--- src/include/ifetch_cfg.svh ---
/*
  Build-time sizes, opcodes and thresholds for the instruction fetch stage.
  Include this header wherever one of these values is needed.
*/
`ifndef IFETCH_CFG_SVH
`define IFETCH_CFG_SVH

// Instruction memory size in bytes
`define IFETCH_IMEM_SIZE_BYTE 4096

// Byte address width, which covers the whole IMEM
`define IFETCH_ADDR_W ($clog2(`IFETCH_IMEM_SIZE_BYTE))

// Data and integrity widths of one IMEM word
`define IFETCH_INSN_W 32
`define IFETCH_INTG_W 7
`define IFETCH_WORD_W (`IFETCH_INSN_W + `IFETCH_INTG_W)

// Base opcodes that change control flow
`define IFETCH_OPC_BRANCH 7'b1100011
`define IFETCH_OPC_JAL    7'b1101111
`define IFETCH_OPC_JALR   7'b1100111

// Width of the loop iteration counter
`define IFETCH_LOOP_W 32

`endif

--- src/source/ifetch_pkg.sv ---
/*
  Shared types for the instruction fetch stage.
  Modules pull these in with a wildcard import in their header.
*/
`include "ifetch_cfg.svh"

package ifetch_pkg;

  // Byte address into IMEM
  typedef logic [`IFETCH_ADDR_W-1:0] imem_addr_t;

  // Loop end address carries one extra bit
  // It lets a loop end just past the top of IMEM
  typedef logic [`IFETCH_ADDR_W:0] loop_end_addr_t;

  // Instruction without integrity bits
  typedef logic [`IFETCH_INSN_W-1:0] insn_t;

  // Full IMEM word
  // Bits 31..0 hold the instruction, bits 38..32 the integrity code
  typedef logic [`IFETCH_WORD_W-1:0] imem_word_t;

  // Integrity error vector
  // Bit 0 flags a single disagreeing check bit, bit 1 flags several
  typedef logic [1:0] intg_err_t;

endpackage

--- src/source/ifetch_intg_check.sv ---
/*
  Combinational integrity check of one IMEM word.
  Recomputes the inverted interleaved parity and classifies disagreements.
*/
`include "ifetch_cfg.svh"

module ifetch_intg_check
  import ifetch_pkg::*;
(
  input  imem_word_t word_i,
  output intg_err_t  err_o
);

  logic [`IFETCH_INTG_W-1:0] calc_intg;
  logic [`IFETCH_INTG_W-1:0] syndrome;
  logic [2:0]                num_diff;

  // Check bit k covers every data bit whose index mod 7 equals k
  // Starting from all ones gives the inverted parity directly
  always_comb begin
    calc_intg = '1;
    for (int i = 0; i < `IFETCH_INSN_W; i++) begin
      calc_intg[i % `IFETCH_INTG_W] ^= word_i[i];
    end
  end

  // Stored check bits sit above the data field
  assign syndrome = calc_intg ^ word_i[`IFETCH_WORD_W-1:`IFETCH_INSN_W];

  // Count how many check bits disagree
  always_comb begin
    num_diff = '0;
    for (int k = 0; k < `IFETCH_INTG_W; k++) begin
      num_diff += {2'b00, syndrome[k]};
    end
  end

  // One disagreement is reported apart from several
  assign err_o[0] = (num_diff == 3'd1);
  assign err_o[1] = (num_diff > 3'd1);

endmodule

--- src/source/ifetch_prefetch.sv ---
/*
  Prefetcher of the fetch stage: picks the next IMEM address, holds the prefetch
  address, kills the read after a branch and flags requests at the wrong address.
*/
`include "ifetch_cfg.svh"

module ifetch_prefetch
  import ifetch_pkg::*;
(
  input  logic                      clk_i,
  input  logic                      rst_ni,

  input  logic                      prefetch_en_i,
  input  logic                      insn_fetch_req_valid_raw_i,
  input  imem_addr_t                insn_fetch_req_addr_i,

  input  imem_word_t                imem_rdata_i,
  input  logic                      imem_rvalid_i,

  input  logic                      prefetch_loop_active_i,
  input  logic [`IFETCH_LOOP_W-1:0] prefetch_loop_iterations_i,
  input  loop_end_addr_t            prefetch_loop_end_addr_i,
  input  imem_addr_t                prefetch_loop_jump_addr_i,
  input  logic                      prefetch_ignore_errs_i,

  output logic                      imem_req_o,
  output imem_addr_t                imem_addr_o,
  output imem_addr_t                prefetch_addr_o,
  output logic                      rvalid_final_o,
  output logic                      insn_addr_err_o
);

  // True for any opcode that may redirect the program counter
  function automatic logic is_ctrl_flow(imem_word_t word);
    logic [6:0] opc;
    opc = word[6:0];
    return opc inside {`IFETCH_OPC_BRANCH, `IFETCH_OPC_JAL, `IFETCH_OPC_JALR};
  endfunction

  imem_addr_t prefetch_addr_q;
  logic       prefetch_ld;
  logic       prefetch_miss;
  logic       addr_differs;
  logic       loop_hit;
  logic       kill_d;
  logic       kill_q;

  // A read that returns right after a control-flow word is thrown away
  assign rvalid_final_o = imem_rvalid_i & ~kill_q;

  assign addr_differs = (insn_fetch_req_addr_i != prefetch_addr_q);

  // The raw request keeps error gating out of the address mux timing path
  // A miss means nothing usable came back, or it came back for another address
  assign prefetch_miss = insn_fetch_req_valid_raw_i & (~rvalid_final_o | addr_differs);

  // The loop end compare uses the widened address so the extra bit must be zero
  assign loop_hit = ({1'b0, prefetch_addr_q} == prefetch_loop_end_addr_i) &&
                    prefetch_loop_active_i &&
                    (prefetch_loop_iterations_i > `IFETCH_LOOP_W'(1));

  // Next address selection, highest priority first
  always_comb begin
    // Sequential fetch is the default
    imem_addr_o = prefetch_addr_q + imem_addr_t'(4);
    kill_d      = 1'b0;
    prefetch_ld = prefetch_en_i;

    if (!insn_fetch_req_valid_raw_i) begin
      // The executor is stalled so keep reading the word it will want next
      imem_addr_o = prefetch_addr_q;
    end else if (prefetch_miss) begin
      // Recover by reading exactly what was asked for
      imem_addr_o = insn_fetch_req_addr_i;
    end else if (is_ctrl_flow(imem_rdata_i)) begin
      // Taken or not is unknown here, so prefetch nothing and drop the next read
      // This keeps timing the same for both outcomes
      kill_d      = 1'b1;
      prefetch_ld = 1'b0;
    end else if (loop_hit) begin
      // More iterations remain so go back to the loop body start
      imem_addr_o = prefetch_loop_jump_addr_i;
    end
  end

  // The prefetch address tracks the address whose read is in flight
  always_ff @(posedge clk_i or negedge rst_ni) begin
    if (!rst_ni) begin
      prefetch_addr_q <= '0;
    end else if (prefetch_ld) begin
      prefetch_addr_q <= imem_addr_o;
    end
  end

  always_ff @(posedge clk_i or negedge rst_ni) begin
    if (!rst_ni) begin
      kill_q <= 1'b0;
    end else begin
      kill_q <= kill_d;
    end
  end

  // IMEM is read every cycle the controller enables prefetching
  assign imem_req_o      = prefetch_en_i;
  assign prefetch_addr_o = prefetch_addr_q;

  // The prefetcher is either right or does not prefetch
  // A returning word at another address than requested points to a fault
  assign insn_addr_err_o = rvalid_final_o & insn_fetch_req_valid_raw_i &
                           ~prefetch_ignore_errs_i & addr_differs;

  // Instructions are word aligned, so IMEM must only see aligned addresses
  a_imem_addr_aligned: assert property (
    @(posedge clk_i) disable iff (!rst_ni)
    imem_req_o |-> (imem_addr_o[1:0] == 2'b00)
  );

endmodule

--- src/source/ifetch_resp.sv ---
/*
  Response stage of the fetch unit: registers the matching IMEM word and its
  address, and reports integrity errors on the registered word.
*/
`include "ifetch_cfg.svh"

module ifetch_resp
  import ifetch_pkg::*;
(
  input  logic       clk_i,
  input  logic       rst_ni,

  input  logic       insn_fetch_req_valid_i,
  input  imem_addr_t insn_fetch_req_addr_i,
  input  logic       insn_fetch_resp_clear_i,

  input  imem_word_t imem_rdata_i,
  input  logic       rvalid_final_i,
  input  imem_addr_t prefetch_addr_i,

  output logic       insn_fetch_resp_valid_o,
  output imem_addr_t insn_fetch_resp_addr_o,
  output insn_t      insn_fetch_resp_data_o,
  output logic       insn_fetch_err_o
);

  logic       fetch_en;
  logic       resp_valid_d;
  logic       resp_valid_q;
  imem_word_t resp_word_q;
  imem_addr_t resp_addr_q;
  intg_err_t  intg_err;

  // Only a prefetch that matches the qualified request becomes a response
  assign fetch_en = insn_fetch_req_valid_i & rvalid_final_i &
                    (insn_fetch_req_addr_i == prefetch_addr_i);

  // With a request, validity follows the match
  // Without one, valid holds until the executor clears it
  assign resp_valid_d = insn_fetch_req_valid_i ? fetch_en :
                                                 resp_valid_q & ~insn_fetch_resp_clear_i;

  always_ff @(posedge clk_i or negedge rst_ni) begin
    if (!rst_ni) begin
      resp_valid_q <= 1'b0;
    end else begin
      resp_valid_q <= resp_valid_d;
    end
  end

  // The word keeps its check bits so integrity is checked after the register
  always_ff @(posedge clk_i or negedge rst_ni) begin
    if (!rst_ni) begin
      resp_word_q <= '0;
    end else if (fetch_en) begin
      resp_word_q <= imem_rdata_i;
    end
  end

  always_ff @(posedge clk_i) begin
    if (fetch_en) begin
      resp_addr_q <= prefetch_addr_i;
    end
  end

  ifetch_intg_check u_intg_check (
    .word_i(resp_word_q),
    .err_o (intg_err)
  );

  assign insn_fetch_resp_valid_o = resp_valid_q;
  assign insn_fetch_resp_addr_o  = resp_addr_q;

  // Check bits are stripped before the instruction goes to decode
  assign insn_fetch_resp_data_o  = resp_word_q[`IFETCH_INSN_W-1:0];

  // Any error class counts, but only for a valid response
  assign insn_fetch_err_o = (|intg_err) & resp_valid_q;

endmodule

--- src/source/ifetch_top.sv ---
/*
  Instruction fetch stage top level.
  Connects the prefetcher and the response stage to the IMEM and executor ports.
*/
`include "ifetch_cfg.svh"

module ifetch_top
  import ifetch_pkg::*;
(
  input  logic                      clk_i,
  input  logic                      rst_ni,

  // Fetch request from the executor
  input  logic                      insn_fetch_req_valid_i,
  input  logic                      insn_fetch_req_valid_raw_i,
  input  imem_addr_t                insn_fetch_req_addr_i,
  input  logic                      insn_fetch_resp_clear_i,

  // Prefetch control from the controller
  input  logic                      prefetch_en_i,
  input  logic                      prefetch_loop_active_i,
  input  logic [`IFETCH_LOOP_W-1:0] prefetch_loop_iterations_i,
  input  loop_end_addr_t            prefetch_loop_end_addr_i,
  input  imem_addr_t                prefetch_loop_jump_addr_i,
  input  logic                      prefetch_ignore_errs_i,

  // IMEM read port
  output logic                      imem_req_o,
  output imem_addr_t                imem_addr_o,
  input  imem_word_t                imem_rdata_i,
  input  logic                      imem_rvalid_i,

  // Fetch response and faults
  output logic                      insn_fetch_resp_valid_o,
  output imem_addr_t                insn_fetch_resp_addr_o,
  output insn_t                     insn_fetch_resp_data_o,
  output logic                      insn_fetch_err_o,
  output logic                      insn_addr_err_o
);

  // Read-valid after the kill mask, and the address that read belongs to
  logic       rvalid_final;
  imem_addr_t prefetch_addr;

  ifetch_prefetch u_prefetch (
    .clk_i                     (clk_i),
    .rst_ni                    (rst_ni),
    .prefetch_en_i             (prefetch_en_i),
    .insn_fetch_req_valid_raw_i(insn_fetch_req_valid_raw_i),
    .insn_fetch_req_addr_i     (insn_fetch_req_addr_i),
    .imem_rdata_i              (imem_rdata_i),
    .imem_rvalid_i             (imem_rvalid_i),
    .prefetch_loop_active_i    (prefetch_loop_active_i),
    .prefetch_loop_iterations_i(prefetch_loop_iterations_i),
    .prefetch_loop_end_addr_i  (prefetch_loop_end_addr_i),
    .prefetch_loop_jump_addr_i (prefetch_loop_jump_addr_i),
    .prefetch_ignore_errs_i    (prefetch_ignore_errs_i),
    .imem_req_o                (imem_req_o),
    .imem_addr_o               (imem_addr_o),
    .prefetch_addr_o           (prefetch_addr),
    .rvalid_final_o            (rvalid_final),
    .insn_addr_err_o           (insn_addr_err_o)
  );

  ifetch_resp u_resp (
    .clk_i                  (clk_i),
    .rst_ni                 (rst_ni),
    .insn_fetch_req_valid_i (insn_fetch_req_valid_i),
    .insn_fetch_req_addr_i  (insn_fetch_req_addr_i),
    .insn_fetch_resp_clear_i(insn_fetch_resp_clear_i),
    .imem_rdata_i           (imem_rdata_i),
    .rvalid_final_i         (rvalid_final),
    .prefetch_addr_i        (prefetch_addr),
    .insn_fetch_resp_valid_o(insn_fetch_resp_valid_o),
    .insn_fetch_resp_addr_o (insn_fetch_resp_addr_o),
    .insn_fetch_resp_data_o (insn_fetch_resp_data_o),
    .insn_fetch_err_o       (insn_fetch_err_o)
  );

endmodule

--- config.mk ---
export PLATFORM = sky130hd
export DESIGN_NAME = ifetch_top
export DESIGN_NICKNAME = d
export VERILOG_FILES = /design/src/source/ifetch_pkg.sv /design/src/source/ifetch_intg_check.sv /design/src/source/ifetch_prefetch.sv /design/src/source/ifetch_resp.sv /design/src/source/ifetch_top.sv
export VERILOG_INCLUDE_DIRS = /design/src /design/src/include
export SDC_FILE = /design/constraint.sdc
export NUM_CORES = 1
export LEC_CHECK = 0
export ABC_AREA = 1
export BUFFER_PORTS_ARGS = -buffer_cell sky130_fd_sc_hd__buf_2
export CAP_MARGIN = 30
export CELL_PAD_IN_SITES_DETAIL_PLACEMENT = 1
export CELL_PAD_IN_SITES_GLOBAL_PLACEMENT = 1
export CORE_UTILIZATION = 37
export DETAILED_ROUTE_END_ITERATION = 7
export GPL_TIMING_DRIVEN = 0
export PLACE_DENSITY = 0.86
export SETUP_SLACK_MARGIN = 0.02
export SKIP_CTS_REPAIR_TIMING = 1
export SYNTH_ARGS = -nofsm -noshare
export SYNTH_HDL_FRONTEND = slang
export SYNTH_SLANG_ARGS = --single-unit
--- constraint.sdc ---
create_clock -name clk_i -period 9.6 [get_ports clk_i]
set_clock_uncertainty 0.15 [all_clocks]
set_input_delay 0 -clock clk_i [delete_from_list [all_inputs] [get_ports clk_i]]
set_output_delay 0 -clock clk_i [all_outputs]
set_load 0.1 [all_outputs]
==> metrics.md, run 1 <==
| Metric | Value |
|---|---|
| CP Max Fanout | 3 |
| Worst path required time | 9450 ps |
| Final Hold Viols | 2 |
| Clk slew on worst S/H paths | 50 ps |
| Ranking of synthesized cells by area | dfrtp_1 (29%), nand2_1 (22%), edfxtp_1 (8.0%) |
| Mapped Nets | 758 |
| Relative slew slack | 48.4% |
| Crit path capture | insn_fetch_err_o |
| CP max stage delay | 560 ps |
| Crit path kind | register to primary output |
| Reg-to-Reg Start | u_prefetch.prefetch_addr_o[2]$_DFFE_PN0P_ |
| IO Port Bufs | 175 |
| Total wire length | 16.5 mm |
| Total chip power | 0.000847 W |
| Post-Synth XOR/XNOR Area | 8.70% |
| Crit path launch type | register |
| Dominant synthesized flop cell | dfrtp_1 |
| Antenna diode count | 0 |
| Largest family of logic cells by synthesized area | simple AND/OR/NAND/NOR gates |
| Placed cell area | 5610 µm² |
| Share of layout cells above drive strength 1 | 29.1% |
| Number of vias per cell | 4.76 |
| Reg-to-reg slack, setup | 6890 ps |
| Worst hold slack | -35.3 ps |
| Avg WL per Cell | 16.0 µm |
| Post-synth EDFFs | 12 |
| Die height | 113 µm |
| Status | finished, violations left |
| Synth Area in Compound Gates | 4.14% |
| Most frequent cells in the layout | nand2_1 (267), buf_2 (186), inv_1 (63), dlygate4sd3_1 (55), dfrtp_1 (53) |
| TritonCTS buffer count | 9 |
| Starting density of the core | 37.9% |
| Register area share after synthesis | 37.2% |
| Most used cell, CP | fa_1 |
| Failing checks | DRC, hold timing |
| Commonest non-fill, non-tap cell in the layout | nand2_1 |
| First-pass GRT wire length | 24.0 mm |
| Pin count of the biggest net entering global routing | 32 |
| Ys async rst share | 81.5% |
| CTS max path bufs | 2 |
| # setup viols final | 0 |
| Final design instance area without fill | 6440 µm² |
| CTS root buffer | clkbuf_16 |
| Avg Inst Size Synth | 7.12 µm² |
| TritonCTS clock tree | yes |
| Clk sinks | 65 |
| Core area | 12000 µm² |
| Worst setup startpoint | u_resp.resp_word_q[0]$_DFFE_PN0P_ |
| Ports | 177 |
| Util after Layout | 53.8% |
| Peak Freq | 238 MHz |
| Die X | 113 µm |
| Post-synthesis mux area share | 0% |
| Synth Cell Area | 4530 µm² |
| Drt drc | 2 |
| Final #Nets | 1000 |
| Post-synthesis simple-gate area fraction | 33.4% |
| Final worst path period share | 43.7% |
| Overall Global Routing Usage | 24.4% |
| Seq cells post-synth | 65 |
| Slew @ Worst Pin | 774 ps |
| First-pass DRT Iterations | 6 |
| Post-synth cell types | 31 |
| Std cell rows | 40 |
| Clock Latency Late Sink | 330 ps |
| Max-Cap Viols | 0 |
| Minimum clock period | 4200 ps |
| Initial antenna violation count | 0 |
| Yosys top cell area share | 29.3% |
| Max VDD drop | 0.105 mV |
| Hold_sp | insn_fetch_req_addr_i[8] |
| CP Capture Type | primary output |
| Vias | 4906 |
| Worst min path class | primary input to register |
| Max Slew Vio Count | 0 |
| Post-Synth Adder-Cell Area | 2.04% |
| Final RePlAce weighted congestion | 0.937 |
| Layout area overhead | 42.1% |
| Syn. warnings | 0 |
| CP cell instances | xnor2_1 > xnor2_1 > xnor2_1 > fa_1 > fa_1 > inv_1 > fa_1 > fa_1 > o31a_1 > buf_2 |
| Dpl hpwl | 11.9 mm |
| DRT iter0 DRCs | 230 |
| Post-synth top area cell | dfrtp_1 |
| Mapped Cells | 636 |
| GRT overflow | 0 |
| CP max stage cell | fa_1 |
| Leakage | 3.67 nW |
| Vias in the first global route | 4920 |
| H-tree depth | 3 |
| DRT antenna net count | 0 |
| R2R Path End | u_prefetch.prefetch_addr_o[0]$_DFFE_PN0P_ |
| Die Area | 12700 µm² |
| R2R depth | 14 |
| Pwr dens | 132 nW/µm² |
| Setup TNS Final | 0 ps |
| RSZ-0062 raised after global routing | false |
| CP arrival | 4050 ps |
[flip-flops by register name, summed over array words and instances (netlist names)]
name,flops
u_prefetch.prefetch_addr_o,12
u_resp.insn_fetch_resp_valid_o,1
u_resp.insn_fetch_resp_addr_o,12
u_resp.resp_word_q,39
u_prefetch.kill_q,1
[through the flow]
step                setup slack (ps)  instances
CTS                             5350        975
detailed placement              5760        959
floorplan                       5790        636
global route                    5300       1030
finish                          5400       1030
global placement                5820        958
[Yosys cell counts, drive strengths merged, types with 3 or more instances]
library cell / instances
a21boi: 10
a21oi: 15
buf: 52
clkbuf: 3
dfrtp: 53
edfxtp: 12
fa: 4
inv: 70
nand2: 269
nand3: 30
nand4: 15
nor2: 41
nor3: 7
o21ai: 5
xnor2: 27
xor2: 18
[cells by family (layout without fill, tap and decap cells)]
group,after synthesis,after routing
DFF,65,65
xor gates and xnor gates,45,45
and+or+nand+nor,365,365
adders and majority gates,5,5
buffers and inverters,125,372
AOI/OAI and AO/OA,31,31
[area by class of cell]
class | instances | area (µm²)
Clock inverter | 2 | 12.5
Inverter | 70 | 263
Timing Repair Buffer | 231 | 1450
Buffer | 55 | 393
Multi-Input combinational cell | 446 | 2190
Tap cell | 147 | 184
Sequential cell | 65 | 1690
Fill cell | 1581 | 5520
Clock buffer | 14 | 264
[report_power, final]
group          leakage [nW]  switching (W)  internal [W]
clock                 0.133       0.000119      0.000189
combinational          2.71       0.000155     0.0000803
sequential            0.824      0.0000131      0.000291
total                  3.67       0.000287      0.000560
[per-layer routing]
| layer | wire length [µm] | GRT usage, % | vias up |
|---|---|---|---|
| met5 | 0 | 0 | - |
| met4 | 385 | 8.36 | 0 |
| met3 | 625 | 4.10 | 31 |
| met2 | 8810 | 45.0 | 160 |
| met1 | 6700 | 28.3 | 2319 |
| li1 | - | - | 2396 |
[critical path, delay by kind of cell, from the launching register on]
kind,cells,cell delay [ps]
compound gates,1,140
xor+xnor,3,670
fa+ha+maj,4,1990
buf+inv,2,500
flops,1,400
[worst min-delay path by stage]
stage	end	depth (start not counted)
floorplan	u_prefetch.kill_q$_DFF_PN0_	0
global placement	u_resp.resp_word_q[30]$_DFFE_PN0P_	3
detailed placement	u_resp.resp_word_q[13]$_DFFE_PN0P_	1
CTS	u_resp.resp_word_q[13]$_DFFE_PN0P_	1
global route	u_prefetch.kill_q$_DFF_PN0_	5
finish	u_prefetch.prefetch_addr_o[8]$_DFFE_PN0P_	5
Note: power is estimated with default switching activity, not from simulation.
==> run 2: changes to the inputs <==
Settings changed: CORE_UTILIZATION 37 to 34, PLACE_DENSITY 0.86 to 0.8.
Clock period 9.6 ns to 3.9 ns, I/O delays scaled along.
==> metrics.md, run 2 (same netlist as run 1, synthesis figures left out) <==
| Metric | Value |
|---|---|
| Setup TNS Final | -0.145 ps (was 0 ps) |
| Vias in the first global route | 4966 (was 4920) |
| Crit path kind | register to primary output (unchanged) |
| TritonCTS clock tree | yes (unchanged) |
| CP cell instances | xnor2_1 > xor2_1 > xnor2_1 > fa_1 > fa_1 > inv_2 > fa_2 > fa_1 > o31a_1 > buf_12 (was xnor2_1 > xnor2_1 > xnor2_1 > fa_1 > fa_1 > inv_1 > fa_1 > fa_1 > o31a_1 > buf_2) |
| Drt drc | 0 (was 2) |
| First-pass DRT Iterations | 4 (was 6) |
| Switch share | 32.7% (was 33.9%) |
| Final Hold Viols | 4 (was 2) |
| GRT busiest layer | met2 (unchanged) |
| Share of layout cells above drive strength 1 | 30.2% (was 29.1%) |
| Minimum clock period | 3900 ps |
| Final worst setup slack | -0.145 ps (was 5400 ps) |
| Placed Cells | 984 (was 959) |
| Worst setup startpoint | u_resp.resp_word_q[21]$_DFFE_PN0P_ (was u_resp.resp_word_q[0]$_DFFE_PN0P_) |
| TritonCTS buffer count | 9 (unchanged) |
| Final Non-Filler Cells | 1054 (was 1030) |
| Max reg flops | 39 (unchanged) |
| Antenna diode count | 0 (unchanged) |
| Clock Latency Late Sink | 320 ps (was 330 ps) |
| Met3 Track Usage GR | 2.97% (was 4.10%) |
| GRT overflow | 0 (unchanged) |
| Final #Nets | 1000 (unchanged) |
| Reg-to-reg slack, setup | 1110 ps (was 6890 ps) |
| DRT antenna net count | 0 (unchanged) |
| Reg-to-Reg Start | u_prefetch.prefetch_addr_o[2]$_DFFE_PN0P_ (unchanged) |
| Status | finished, violations left (unchanged) |
| Leakage | 3.70 nW (was 3.67 nW) |
| NetSw | 0.000695 W (was 0.000287 W) |
| Total wire length | 16.9 mm (was 16.5 mm) |
| Clk slew on worst S/H paths | 50 ps (about the same) |
| Commonest non-fill, non-tap cell in the layout | nand2_1 (unchanged) |
| Reg area | 1690 µm² (about the same) |
| Die height | 117 µm (was 113 µm) |
| Util after Layout | 50.9% (was 53.8%) |
| First-pass GRT wire length | 24.7 mm (was 24.0 mm) |
| Initial antenna violation count | 0 (unchanged) |
| CTS root buffer | clkbuf_16 (unchanged) |
| R2R Path End | u_prefetch.prefetch_addr_o[11]$_DFFE_PN0P_ (was u_prefetch.prefetch_addr_o[0]$_DFFE_PN0P_) |
| Crit path launch type | register (unchanged) |
| Clock share of power | 37.6% (was 36.4%) |
| Worst path required time | 3750 ps (was 9450 ps) |
| Place WS | 74.5 ps (was 5760 ps) |
| Sequential share of power | 35.2% (was 35.9%) |
| Comb power frac | 27.2% (was 27.8%) |
| Pwr dens | 326 nW/µm² (was 132 nW/µm²) |
| # fillers | 1673 (was 1581) |
| R2R depth | 14 (unchanged) |
| RSZ-0062 raised after global routing | true (was false) |
| Vias | 4915 (was 4906) |
| Core area | 12800 µm² (was 12000 µm²) |
| Relative slew slack | 47.0% (was 48.4%) |
| CTS max path bufs | 2 (unchanged) |
| GR Util met1 | 26.7% (was 28.3%) |
| Starting density of the core | 35.3% (was 37.9%) |
| Hold_sp | insn_fetch_req_addr_i[0] (was insn_fetch_req_addr_i[8]) |
| CP max stage delay | 530 ps (was 560 ps) |
| Layout area overhead | 44.1% (was 42.1%) |
| Max VDD drop | 0.197 mV (was 0.105 mV) |
| Crit path capture | insn_fetch_err_o (unchanged) |
| CP max stage cell | fa_1 (unchanged) |
| Most used cell, CP | fa_1 (unchanged) |
| Biggest register | u_resp.resp_word_q (unchanged) |
| Avg WL per Cell | 16.0 µm (about the same) |
| Max-Cap Viols | 0 (unchanged) |
| Internal | 0.00143 W (was 0.000560 W) |
| Slew @ Worst Pin | 795 ps (was 774 ps) |
| H-tree depth | 3 (unchanged) |
| Number of vias per cell | 4.66 (was 4.76) |
| Most frequent cells in the layout | nand2_1 (267), buf_2 (185), inv_1 (62), dlygate4sd3_1 (52), dfrtp_1 (52) (was nand2_1 (267), buf_2 (186), inv_1 (63), dlygate4sd3_1 (55), dfrtp_1 (53)) |
| Worst min path class | primary input to register (unchanged) |
| CP Buf/Inv Count | 2 (unchanged) |
| IO Port Bufs | 175 (unchanged) |
| Die X | 117 µm (was 113 µm) |
| Final worst path period share | 100% |
| CP Capture Type | primary output (unchanged) |
| Area of the multi-input gates | 2210 µm² (was 2190 µm²) |
| Worst hold slack | -69.5 ps (was -35.3 ps) |
| Clk sinks | 65 (unchanged) |
| Met2 Resource Use GR | 41.6% (was 45.0%) |
| Die Area | 13800 µm² (was 12700 µm²) |
| Peak Freq | 256 MHz |
| Dpl hpwl | 12.1 mm (was 11.9 mm) |
| Failing checks | hold timing, setup timing (was DRC, hold timing) |
| Std cell rows | 41 (was 40) |
| CP arrival | 3750 ps (was 4050 ps) |
| # setup viols final | 1 (was 0) |
| DRT iter0 DRCs | 202 (was 230) |
| CP Max Fanout | 3 (unchanged) |
| Max Slew Vio Count | 0 (unchanged) |
| Kind of cell adding the most delay to the critical path | adder cells (unchanged) |
| Pin count of the biggest net entering global routing | 31 (was 32) |
| Overall Global Routing Usage | 22.6% (was 24.4%) |
| Final RePlAce weighted congestion | 0.889 (was 0.937) |
| Critical Path Stages | 10 (unchanged) |
| Ports | 177 (unchanged) |
==> run 2: cell count changes in the layout (fill, tap and decap cells not counted), sizes merged <==
| cell | previous run | this run |
|---|---|---|
| buf | 228 | 231 |
| dlygate4sd3 | 55 | 52 |
| clkinvlp | 1 | 0 |
==> run 2: cell type report <==
type	count	share of cell area (%)
clock inverters	1	0.0767
inverters	70	4.03
repair buffers	231	22.3
clock buffers	14	4.54
well taps	172	3.30
plain buffers	55	6.02
flip-flops and latches	65	25.9
multi-input cells	446	33.9
==> run 2: tightest hold or removal path, stage by stage <==
cell	delay, ps
buf_2	110
a21oi_1	80
nand2_1	70
nand3_1	60
nand2_1	50
==> run 2: metal layers <==
layer  wire (µm)  vias up
met3         683       24
li1            -     2395
met2        8890      156
met5           0        -
met4         301        0
met1        6980     2340
==> run 2: metrics by stage <==
stage          total power [W]  instance area [µm²]
2_1_floorplan          0.00112                 4530
3_3_place_gp           0.00127                 5620
3_5_place_dp           0.00129                 5640
4_1_cts                0.00210                 5940
5_1_grt                0.00222                 6530
6_report               0.00213                 6530
==> run 2: worst min-delay path by stage <==
stage | to | slack [ps] | cells past startpoint
detailed placement | u_resp.resp_word_q[5]$_DFFE_PN0P_ | -20 | 1
CTS | u_resp.resp_word_q[5]$_DFFE_PN0P_ | -380 | 1
global route | u_prefetch.kill_q$_DFF_PN0_ | 20 | 5
floorplan | u_prefetch.kill_q$_DFF_PN0_ | -450 | 0
global placement | u_resp.resp_word_q[26]$_DFFE_PN0P_ | 50 | 3
finish | u_prefetch.prefetch_addr_o[0]$_DFFE_PN0P_ | -70 | 5
==> run 2: power groups by stage <==
stage / combinational [W] / sequential [W] / clock (W)
2_1_floorplan: 0.000371 / 0.000748 / 0
3_3_place_gp: 0.000513 / 0.000759 / 0
3_5_place_dp: 0.000533 / 0.000761 / 0
4_1_cts: 0.000535 / 0.000748 / 0.000816
5_1_grt: 0.000630 / 0.000752 / 0.000838
6_report: 0.000579 / 0.000749 / 0.000801
